<file path="src/include/cpu_params.svh">
`ifndef CPU_PARAMS_SVH
`define CPU_PARAMS_SVH

`define WORD_SIZE 16
`define NUM_REGS 4

// opcodes, upper 4 bits of the instruction word
`define BNE_OP 4'd0
`define BEQ_OP 4'd1
`define ADI_OP 4'd4
`define ORI_OP 4'd5
`define LHI_OP 4'd6
`define JMP_OP 4'd9
`define JPR_OP 4'd11
`define ALU_OP 4'd15

// function codes under ALU_OP
`define INST_FUNC_ADD 6'd0
`define INST_FUNC_SUB 6'd1
`define INST_FUNC_AND 6'd2
`define INST_FUNC_ORR 6'd3
`define INST_FUNC_NOT 6'd4
`define INST_FUNC_TCP 6'd5
`define INST_FUNC_SHL 6'd6
`define INST_FUNC_SHR 6'd7
`define INST_FUNC_WWD 6'd28
`define INST_FUNC_HALT 6'd29

`define HS_TIMEOUT 2000 // cycles per handshake wait

`endif

</file>
<file path="src/verilog/cpu_pkg.sv">
`include "cpu_params.svh"

package cpu_pkg;

	typedef logic [`WORD_SIZE-1:0] word_t;

	// register format: ALU ops, WWD, HALT
	typedef struct packed {
		logic [3:0] opcode;
		logic [1:0] rs;
		logic [1:0] rt;
		logic [1:0] rd;
		logic [5:0] func;
	} rFmt_t;

	typedef struct packed {
		logic [3:0] opcode;
		logic [1:0] rs;
		logic [1:0] rt;
		logic [7:0] imm;
	} iFmt_t;

	typedef struct packed {
		logic [3:0] opcode;
		logic [11:0] target;
	} jFmt_t;

	// one fetched word, read by whichever format the opcode calls for
	typedef union packed {
		rFmt_t rFmt;
		iFmt_t iFmt;
		jFmt_t jFmt;
	} instr_t;

	typedef enum logic [2:0] {
		AluAdd, AluSub, AluAnd, AluOrr, AluNot, AluTcp, AluShl, AluShr
	} aluOp_t;

	typedef enum logic [1:0] {PcNext, PcBranch, PcJump, PcReg} pcSrc_t;

endpackage

</file>
<file path="src/verilog/fetchPort.sv">
`timescale 1ns/1ps

module fetchPort (
	input logic clk,
	input logic rstN,
	input logic fetchStart,
	input cpu_pkg::word_t pc,
	input logic imemAck,
	input cpu_pkg::word_t imemData,
	output logic imemReq,
	output cpu_pkg::word_t imemAddr,
	output logic instrValid,
	output cpu_pkg::instr_t instr
);

	localparam logic [1:0] StIdle = 2'd0;
	localparam logic [1:0] StWaitHigh = 2'd1;
	localparam logic [1:0] StWaitLow = 2'd2;

	logic [1:0] state;

	always_ff @(posedge clk or negedge rstN) begin
		if (!rstN) begin
			state <= StIdle;
			imemReq <= 1'b0;
			instrValid <= 1'b0;
		end else begin
			instrValid <= 1'b0;
			case (state)
				StIdle: if (fetchStart) begin
					imemReq <= 1'b1;
					state <= StWaitHigh;
				end
				StWaitHigh: if (imemAck) begin
					imemReq <= 1'b0; // word is latched in the same edge
					state <= StWaitLow;
				end
				StWaitLow: if (!imemAck) begin
					instrValid <= 1'b1;
					state <= StIdle;
				end
				default: state <= StIdle;
			endcase
		end
	end

	// address and instruction word
	always_ff @(posedge clk) begin
		if (state == StIdle && fetchStart)
			imemAddr <= pc;
		if (state == StWaitHigh && imemAck)
			instr <= imemData;
	end

endmodule

</file>
<file path="src/verilog/controlUnit.sv">
`timescale 1ns/1ps
`include "cpu_params.svh"

module controlUnit (
	input logic clk,
	input logic rstN,
	input logic instrValid,
	input cpu_pkg::instr_t instr,
	input logic outDone,
	output logic fetchStart,
	output logic execEn,
	output logic regWrite,
	output logic aluSrcB,
	output cpu_pkg::aluOp_t aluOp,
	output cpu_pkg::pcSrc_t pcSrc,
	output logic branchNe,
	output logic isLhi,
	output logic wwdStart,
	output logic halted
);
	import cpu_pkg::*;

	localparam logic [2:0] StFetch = 3'd0;
	localparam logic [2:0] StWait = 3'd1;
	localparam logic [2:0] StExec = 3'd2;
	localparam logic [2:0] StOut = 3'd3;
	localparam logic [2:0] StHalt = 3'd4;

	logic [2:0] state;
	logic [2:0] nextState;
	logic [3:0] opcode;
	logic [5:0] func;
	logic decRegWrite;
	logic decAluSrcB;
	logic decBranchNe;
	logic decIsLhi;
	logic isWwd;
	logic isHalt;
	logic inExec;
	aluOp_t decAluOp;
	pcSrc_t decPcSrc;

	assign opcode = instr.rFmt.opcode;
	assign func = instr.rFmt.func;

	// unknown opcodes and func codes fall through as no-ops
	always_comb begin
		decRegWrite = 1'b0;
		decAluSrcB = 1'b0;
		decAluOp = AluAdd;
		decPcSrc = PcNext;
		decBranchNe = 1'b0;
		decIsLhi = 1'b0;
		isWwd = 1'b0;
		isHalt = 1'b0;
		case (opcode)
			`ALU_OP: begin
				decRegWrite = 1'b1;
				case (func)
					`INST_FUNC_ADD: decAluOp = AluAdd;
					`INST_FUNC_SUB: decAluOp = AluSub;
					`INST_FUNC_AND: decAluOp = AluAnd;
					`INST_FUNC_ORR: decAluOp = AluOrr;
					`INST_FUNC_NOT: decAluOp = AluNot;
					`INST_FUNC_TCP: decAluOp = AluTcp;
					`INST_FUNC_SHL: decAluOp = AluShl;
					`INST_FUNC_SHR: decAluOp = AluShr;
					`INST_FUNC_WWD: begin
						decRegWrite = 1'b0;
						isWwd = 1'b1;
					end
					`INST_FUNC_HALT: begin
						decRegWrite = 1'b0;
						isHalt = 1'b1;
					end
					default: decRegWrite = 1'b0;
				endcase
			end
			`ADI_OP: begin
				decRegWrite = 1'b1;
				decAluSrcB = 1'b1;
				decAluOp = AluAdd;
			end
			`ORI_OP: begin
				decRegWrite = 1'b1;
				decAluSrcB = 1'b1;
				decAluOp = AluOrr;
			end
			`LHI_OP: begin
				decRegWrite = 1'b1;
				decAluSrcB = 1'b1; // rt is the destination
				decIsLhi = 1'b1;
			end
			`BNE_OP: begin
				decPcSrc = PcBranch;
				decBranchNe = 1'b1;
			end
			`BEQ_OP: decPcSrc = PcBranch;
			`JMP_OP: decPcSrc = PcJump;
			`JPR_OP: decPcSrc = PcReg;
			default: ;
		endcase
	end

	always_comb begin
		nextState = state;
		case (state)
			StFetch: nextState = StWait;
			StWait: if (instrValid) nextState = StExec;
			StExec: begin
				if (isHalt)
					nextState = StHalt;
				else if (isWwd)
					nextState = StOut;
				else
					nextState = StFetch;
			end
			StOut: if (outDone) nextState = StFetch;
			StHalt: nextState = StHalt; // only reset leaves
			default: nextState = StFetch;
		endcase
	end

	always_ff @(posedge clk or negedge rstN) begin
		if (!rstN)
			state <= StFetch;
		else
			state <= nextState;
	end

	assign inExec = (state == StExec);
	assign fetchStart = (state == StFetch);
	assign execEn = inExec && !isHalt; // pc stays on the HALT word
	assign regWrite = inExec && decRegWrite;
	assign aluSrcB = inExec && decAluSrcB;
	assign aluOp = inExec ? decAluOp : AluAdd;
	assign pcSrc = inExec ? decPcSrc : PcNext;
	assign branchNe = inExec && decBranchNe;
	assign isLhi = inExec && decIsLhi;
	assign wwdStart = inExec && isWwd;
	assign halted = (state == StHalt);

endmodule

</file>
<file path="src/verilog/dataPath.sv">
`timescale 1ns/1ps
`include "cpu_params.svh"

module dataPath (
	input logic clk,
	input logic rstN,
	input logic execEn,
	input logic regWrite,
	input logic aluSrcB,
	input cpu_pkg::aluOp_t aluOp,
	input cpu_pkg::pcSrc_t pcSrc,
	input logic branchNe,
	input logic isLhi,
	input cpu_pkg::instr_t instr,
	output cpu_pkg::word_t pc,
	output cpu_pkg::word_t rsValue
);
	import cpu_pkg::*;

	word_t regFile [`NUM_REGS];

	logic [1:0] rsIdx;
	logic [1:0] rtIdx;
	logic [1:0] rdIdx;
	logic [1:0] destIdx;
	logic [7:0] imm;
	word_t rsVal;
	word_t rtVal;
	word_t immSext;
	word_t immZext;
	word_t immExt;
	word_t operandB;
	word_t aluResult;
	word_t writeData;
	word_t pcPlus1;
	word_t branchTarget;
	word_t nextPc;
	logic regsEqual;
	logic branchTaken;

	assign rsIdx = instr.rFmt.rs;
	assign rtIdx = instr.rFmt.rt;
	assign rdIdx = instr.rFmt.rd;
	assign imm = instr.iFmt.imm;

	assign rsVal = regFile[rsIdx];
	assign rtVal = regFile[rtIdx];
	assign rsValue = rsVal; // WWD source

	assign immSext = {{8{imm[7]}}, imm};
	assign immZext = {8'h00, imm};
	// ORI is the only immediate op that zero-extends
	assign immExt = (aluOp == AluOrr) ? immZext : immSext;
	assign operandB = aluSrcB ? immExt : rtVal;

	always_comb begin
		case (aluOp)
			AluAdd: aluResult = rsVal + operandB;
			AluSub: aluResult = rsVal - operandB;
			AluAnd: aluResult = rsVal & operandB;
			AluOrr: aluResult = rsVal | operandB;
			AluNot: aluResult = ~rsVal;
			AluTcp: aluResult = ~rsVal + 16'd1;
			AluShl: aluResult = {rsVal[14:0], 1'b0};
			AluShr: aluResult = {rsVal[15], rsVal[15:1]}; // arithmetic shift
			default: aluResult = rsVal;
		endcase
	end

	assign writeData = isLhi ? {imm, 8'h00} : aluResult;
	assign destIdx = aluSrcB ? rtIdx : rdIdx; // immediate formats write rt

	assign pcPlus1 = pc + 16'd1;
	assign branchTarget = pcPlus1 + immSext;
	assign regsEqual = (rsVal == rtVal);
	assign branchTaken = branchNe ? !regsEqual : regsEqual;

	always_comb begin
		case (pcSrc)
			PcNext: nextPc = pcPlus1;
			PcBranch: nextPc = branchTaken ? branchTarget : pcPlus1;
			PcJump: nextPc = {pc[15:12], instr.jFmt.target};
			PcReg: nextPc = rsVal;
			default: nextPc = pcPlus1;
		endcase
	end

	always_ff @(posedge clk or negedge rstN) begin
		if (!rstN) begin
			pc <= '0;
			for (int i = 0; i < `NUM_REGS; i++)
				regFile[i] <= '0;
		end else if (execEn) begin
			pc <= nextPc;
			if (regWrite)
				regFile[destIdx] <= writeData;
		end
	end

endmodule

</file>
<file path="src/verilog/outputPort.sv">
`timescale 1ns/1ps

module outputPort (
	input logic clk,
	input logic rstN,
	input logic wwdStart,
	input cpu_pkg::word_t rsValue,
	input logic outAck,
	output logic outReq,
	output cpu_pkg::word_t outData,
	output logic outDone
);

	localparam logic [1:0] StIdle = 2'd0;
	localparam logic [1:0] StWaitHigh = 2'd1;
	localparam logic [1:0] StWaitLow = 2'd2;

	logic [1:0] state;

	always_ff @(posedge clk or negedge rstN) begin
		if (!rstN) begin
			state <= StIdle;
			outReq <= 1'b0;
			outDone <= 1'b0;
		end else begin
			outDone <= 1'b0;
			case (state)
				StIdle: if (wwdStart) begin
					outReq <= 1'b1;
					state <= StWaitHigh;
				end
				StWaitHigh: if (outAck) begin
					outReq <= 1'b0;
					state <= StWaitLow;
				end
				StWaitLow: if (!outAck) begin
					outDone <= 1'b1; // link idle again
					state <= StIdle;
				end
				default: state <= StIdle;
			endcase
		end
	end

	always_ff @(posedge clk)
		if (state == StIdle && wwdStart)
			outData <= rsValue;

endmodule

</file>
<file path="src/verilog/cpuTop.sv">
`timescale 1ns/1ps

module cpuTop (
	input logic clk,
	input logic rstN,
	input logic imemAck,
	input cpu_pkg::word_t imemData,
	input logic outAck,
	output logic imemReq,
	output cpu_pkg::word_t imemAddr,
	output logic outReq,
	output cpu_pkg::word_t outData,
	output logic halted
);
	import cpu_pkg::*;

	logic fetchStart;
	logic instrValid;
	logic execEn;
	logic regWrite;
	logic aluSrcB;
	logic branchNe;
	logic isLhi;
	logic wwdStart;
	logic outDone;
	aluOp_t aluOp;
	pcSrc_t pcSrc;
	instr_t instr;
	word_t pc;
	word_t rsValue;

	fetchPort fetchPort_inst (.clk, .rstN, .fetchStart, .pc, .imemAck, .imemData,
		.imemReq, .imemAddr, .instrValid, .instr);

	controlUnit controlUnit_inst (.clk, .rstN, .instrValid, .instr, .outDone,
		.fetchStart, .execEn, .regWrite, .aluSrcB, .aluOp, .pcSrc, .branchNe, .isLhi,
		.wwdStart, .halted);

	dataPath dataPath_inst (.clk, .rstN, .execEn, .regWrite, .aluSrcB, .aluOp,
		.pcSrc, .branchNe, .isLhi, .instr, .pc, .rsValue);

	outputPort outputPort_inst (.clk, .rstN, .wwdStart, .rsValue, .outAck,
		.outReq, .outData, .outDone);

endmodule

</file>
<file path="config.mk">
export PLATFORM = sky130hd
export DESIGN_NAME = cpuTop
export DESIGN_NICKNAME = d
export VERILOG_FILES = /design/src/verilog/cpu_pkg.sv /design/src/verilog/fetchPort.sv /design/src/verilog/controlUnit.sv /design/src/verilog/dataPath.sv /design/src/verilog/outputPort.sv /design/src/verilog/cpuTop.sv
export VERILOG_INCLUDE_DIRS = /design/src /design/src/include
export SDC_FILE = /design/constraint.sdc
export NUM_CORES = 1
export LEC_CHECK = 0
export ABC_CLOCK_PERIOD_IN_PS = 10000
export BUFFER_PORTS_ARGS = -buffer_cell sky130_fd_sc_hd__buf_2
export CORE_MARGIN = 2
export CORE_UTILIZATION = 41
export DETAILED_ROUTE_END_ITERATION = 8
export GPL_TIMING_DRIVEN = 0
export HOLD_SLACK_MARGIN = 0.15
export PLACE_DENSITY_LB_ADDON = 0.1
export SLEW_MARGIN = 25
export SYNTH_ARGS = -nofsm -noshare
export SYNTH_HDL_FRONTEND = slang
export SYNTH_SLANG_ARGS = --single-unit
export TNS_END_PERCENT = 20
</file>
<file path="constraint.sdc">
create_clock -name clk -period 10 [get_ports clk]
set_input_delay 2 -clock clk [delete_from_list [all_inputs] [get_ports clk]]
set_output_delay 2 -clock clk [all_outputs]
set_load 0.03 [all_outputs]
</file>
==> flow_summary_export.csv <==
group,metric,value,unit
critical_path,crit_path_start_kind,"flip-flop",
drt,drtPass1Iterations,7,
synthesis,synth_edf_count,48,
timing,fmax,156,MHz
timing,rsz0062_at_grt,"false",
critical_path,cpPeakStageDelay,0.43,ns
finish,drive_above_1_share,18.8,%
power_and_ir_drop,power.density,279,nW/µm²
power_and_ir_drop,ir_drop,0.200,mV
finish,stdcell_area,11600,µm²
timing,layout_min_cycle_time,6.41,ns
timing,timing.final.crit_share,64.1,%
finish,fin_nets,1205,
critical_path,rr_endpoint,"dataPath_inst.regFile[63]",
clock_tree,cts_buffer_depth,2,
drt,vias,9050,
placed_design,dpl-instance-area,11100,µm²
hold_path,worstHoldStart,"dataPath_inst.pc[8]",
finish,multi_input_area,6170,µm²
finish,area_growth,12.5,%
placed_design,io_buffers,54,
floorplanning,die_area,26500,µm²
critical_path,crit_chain,"clkbuf_1, nor2b_1, nand3_1, clkbuf_1, buf_2, nand2_1, nand2_1, inv_1, ha_1, inv_1, a211oi_1, and2_1, nor2_1, xor2_1, ha_1, a211oi_1, o21ai_1, o221a_2, o31a_1, or4_1, a31oi_1, xnor2_1, o41ai_1",
critical_path,cp.required,10.31,ns
global_route,antenna_found_initial,1,
critical_path,worstSetupPathType,"reg2reg",
critical_path,slowest_stage,"edfxtp_1",
placed_design,dp.final_hpwl,25.6,mm
critical_path,reg2regPathDepth,23,
hold_path,min_path_type,"reg2reg",
synthesis,synthCells,1069,
clock_tree,insertion_delay,0.43,ns
clock_tree,root_buffer,"clkbuf_16",
timing,clock_skew,0.0128,ns
synthesis,ys_seq_area_share,35.9,%
global_route,overflow,0,
floorplanning,die_y,163,µm
floorplanning,initial_core_util,41.5,%
timing,hold_viol_final,0,
critical_path,critPathCapture,"dataPath_inst.regFile[63]",
clock_tree,cts_hold_buf,0,
timing,slew_violations,0,
drt,drtAntennaViolNets,0,
global_route,grt_max_degree,73,
clock_tree,cts_resized,0,
floorplanning,rows,58,
synthesis,syn-mean-instance-area,9.69,µm²
floorplanning,top_level_ports,55,
synthesis,syn_nets,1129,
clock_tree,postCtsSetupRepairBufs,0,
clock_tree,cts_sinks,139,
synthesis,async_flop_share,65.5,%
critical_path,cp.arrival,6.72,ns
drt,drt-initial-drc-count,855,
power_and_ir_drop,leakage,4.90,nW
timing,tightestPinTransition,1.08,ns
finish,fillers,2438,
synthesis,ys_warn_count,0,
finish,final_cells,1488,
finish,diodes,0,
synthesis,syn-cell-area,10400,µm²
critical_path,rrSetupSlack,3.59,ns
floorplanning,fp.dieW,163,µm
synthesis,synthFlopType,"dfrtp_1",
job,maxCapViolations,0,
critical_path,cp-end-kind,"flip-flop",
clock_tree,htreeDepth,4,
clock_tree,cts_made_buffers,17,
synthesis,ys_ff_latch,139,
critical_path,worstPathMaxFanout,10,
critical_path,cp-startpoint,"fetchPort_inst.instr[14]",
drt,totalWireLength,34.6,mm
timing,tns,0,ns
timing,whs,0.452,ns
synthesis,synth.distinct_cells,84,
drt,drc_errors,0,
drt,wire_per_inst,23.2,µm
run_status,status,"complete, no violations",
global_route,grt_pass1_vias,8504,
drt,avgViaCountPerCell,6.08,
finish,seq_area,3720,µm²
critical_path,r2r-start,"fetchPort_inst.instr[14]",
global_route,grt_usage,26.5,%
timing,max_slew_margin,27.7,%
timing,finalSetupViolCount,0,
global_route,grt_pass1_wl,52.4,mm
placed_design,dp_cells,1456,
placed_design,place.gp.congestion,0.973,
floorplanning,core-area,25000,µm²
clock_tree,cts_tree,"built",
clock_tree,path_clk_slew,0.07,ns
[kinds of logic (layout without fill, tap and decap cells)]
| kind of cell | Yosys count | after routing | share of synthesized area (%) |
|---|---|---|---|
| fa+ha+maj | 40 | 40 | 4.98 |
| buf+inv | 105 | 194 | 4.59 |
| compound gates | 298 | 298 | 18.5 |
| flops | 139 | 139 | 35.9 |
| mux | 98 | 98 | 13.9 |
| xor+xnor | 73 | 73 | 6.25 |
| simple gates | 316 | 316 | 15.8 |
[synthesized netlist by cell type (all sizes together) (16+ instances only)]
| cell | n | share of area, % |
|---|---|---|
| edfxtp | 48 | 14 |
| a211oi | 17 | 1.3 |
| a21oi | 87 | 4.2 |
| o21ai | 59 | 2.9 |
| mux4 | 32 | 7.0 |
| ha | 38 | 4.6 |
| nor2 | 80 | 2.9 |
| nor3 | 31 | 1.8 |
| dfrtp | 91 | 22 |
| inv | 31 | 1.1 |
| buf | 27 | 1.8 |
| a31oi | 18 | 1.1 |
| mux2 | 50 | 5.4 |
| xor2 | 33 | 2.8 |
| xnor2 | 40 | 3.5 |
| mux2i | 16 | 1.5 |
| nand3 | 21 | 1.1 |
| clkbuf | 47 | 1.7 |
| nand2 | 93 | 3.4 |
[through the flow]
step / total power, mW / setup slack, ns / util, %
floorplan: 2.04 / 5.12 / -
global route: 3.43 / 3.29 / 46.7
CTS: 3.22 / 3.75 / 46.7
finish: 3.25 / 3.59 / 46.7
detailed placement: 2.60 / 3.76 / 44.5
global placement: 2.59 / 3.84 / 44.2
[worst min-delay path by stage]
| stage | to | cells past startpoint |
|---|---|---|
| after CTS | fetchPort_inst.imemAddr[8] | 0 |
| after global routing | fetchPort_inst.imemAddr[8] | 0 |
| after detailed placement | fetchPort_inst.imemAddr[8] | 0 |
| after global placement | fetchPort_inst.imemAddr[8] | 0 |
| final | fetchPort_inst.imemAddr[8] | 0 |
| after floorplan | fetchPort_inst.imemAddr[8] | 0 |
[flip-flops by register name (all words and copies together), names as in the netlist]
register,cells
fetchPort_inst.imemReq,1
dataPath_inst.pc,16
outputPort_inst.state,2
dataPath_inst.regFile,64
fetchPort_inst.imemAddr,16
outputPort_inst.outReq,1
outputPort_inst.outData,16
controlUnit_inst.state,3
fetchPort_inst.state,2
outputPort_inst.outDone,1
fetchPort_inst.instr,16
fetchPort_inst.instrValid,1
[critical path, delay by kind of cell, from the launching register on]
| family | cells | cell delay [ns] |
|---|---|---|
| flip-flops | 1 | 0.43 |
| AO/OA/AOI/OAI | 7 | 2.01 |
| AND/OR/NAND/NOR | 7 | 1.59 |
| buffers and inverters | 5 | 1.24 |
| adder cells (fa/ha/maj) | 2 | 0.56 |
| XOR/XNOR | 2 | 0.46 |
[cell type report]
class                      count  share of cell area (%)
buffer                        74                    3.08
clock buffer                  19                    3.80
clock inverter                13                   0.934
inverter                      31                   0.999
multi-input combinational    825                    53.0
sequential                   139                    31.9
tap                          330                    3.54
timing repair buffer          57                    2.74
[per-layer routing]
layer | wire (µm) | up-vias | GRT usage [%]
met2 | 14900 | 413 | 39.2
met5 | 0 | - | 0
li1 | - | 4163 | -
met3 | 3020 | 58 | 6.52
met1 | 15800 | 4416 | 38.7
met4 | 796 | 0 | 7.56
[power by group]
part / internal [mW] / total (mW) / leakage [nW] / switching (mW)
Combinational: 0.690 / 1.88 / 2.97 / 1.19
Clock: 0.331 / 0.613 / 0.269 / 0.282
Sequential: 0.685 / 0.756 / 1.66 / 0.0712
Total: 1.71 / 3.25 / 4.90 / 1.54
[placed cells by master, fill, tap and decap left out, drive strengths merged, types with 40 or more instances in the layout]
cell,n
nand2,93
o21ai,59
clkbuf,66
nor2,80
edfxtp,48
buf,84
mux2,50
xnor2,40
a21oi,87
dfrtp,91
No activity file was read; power rests on OpenSTA's default activity.
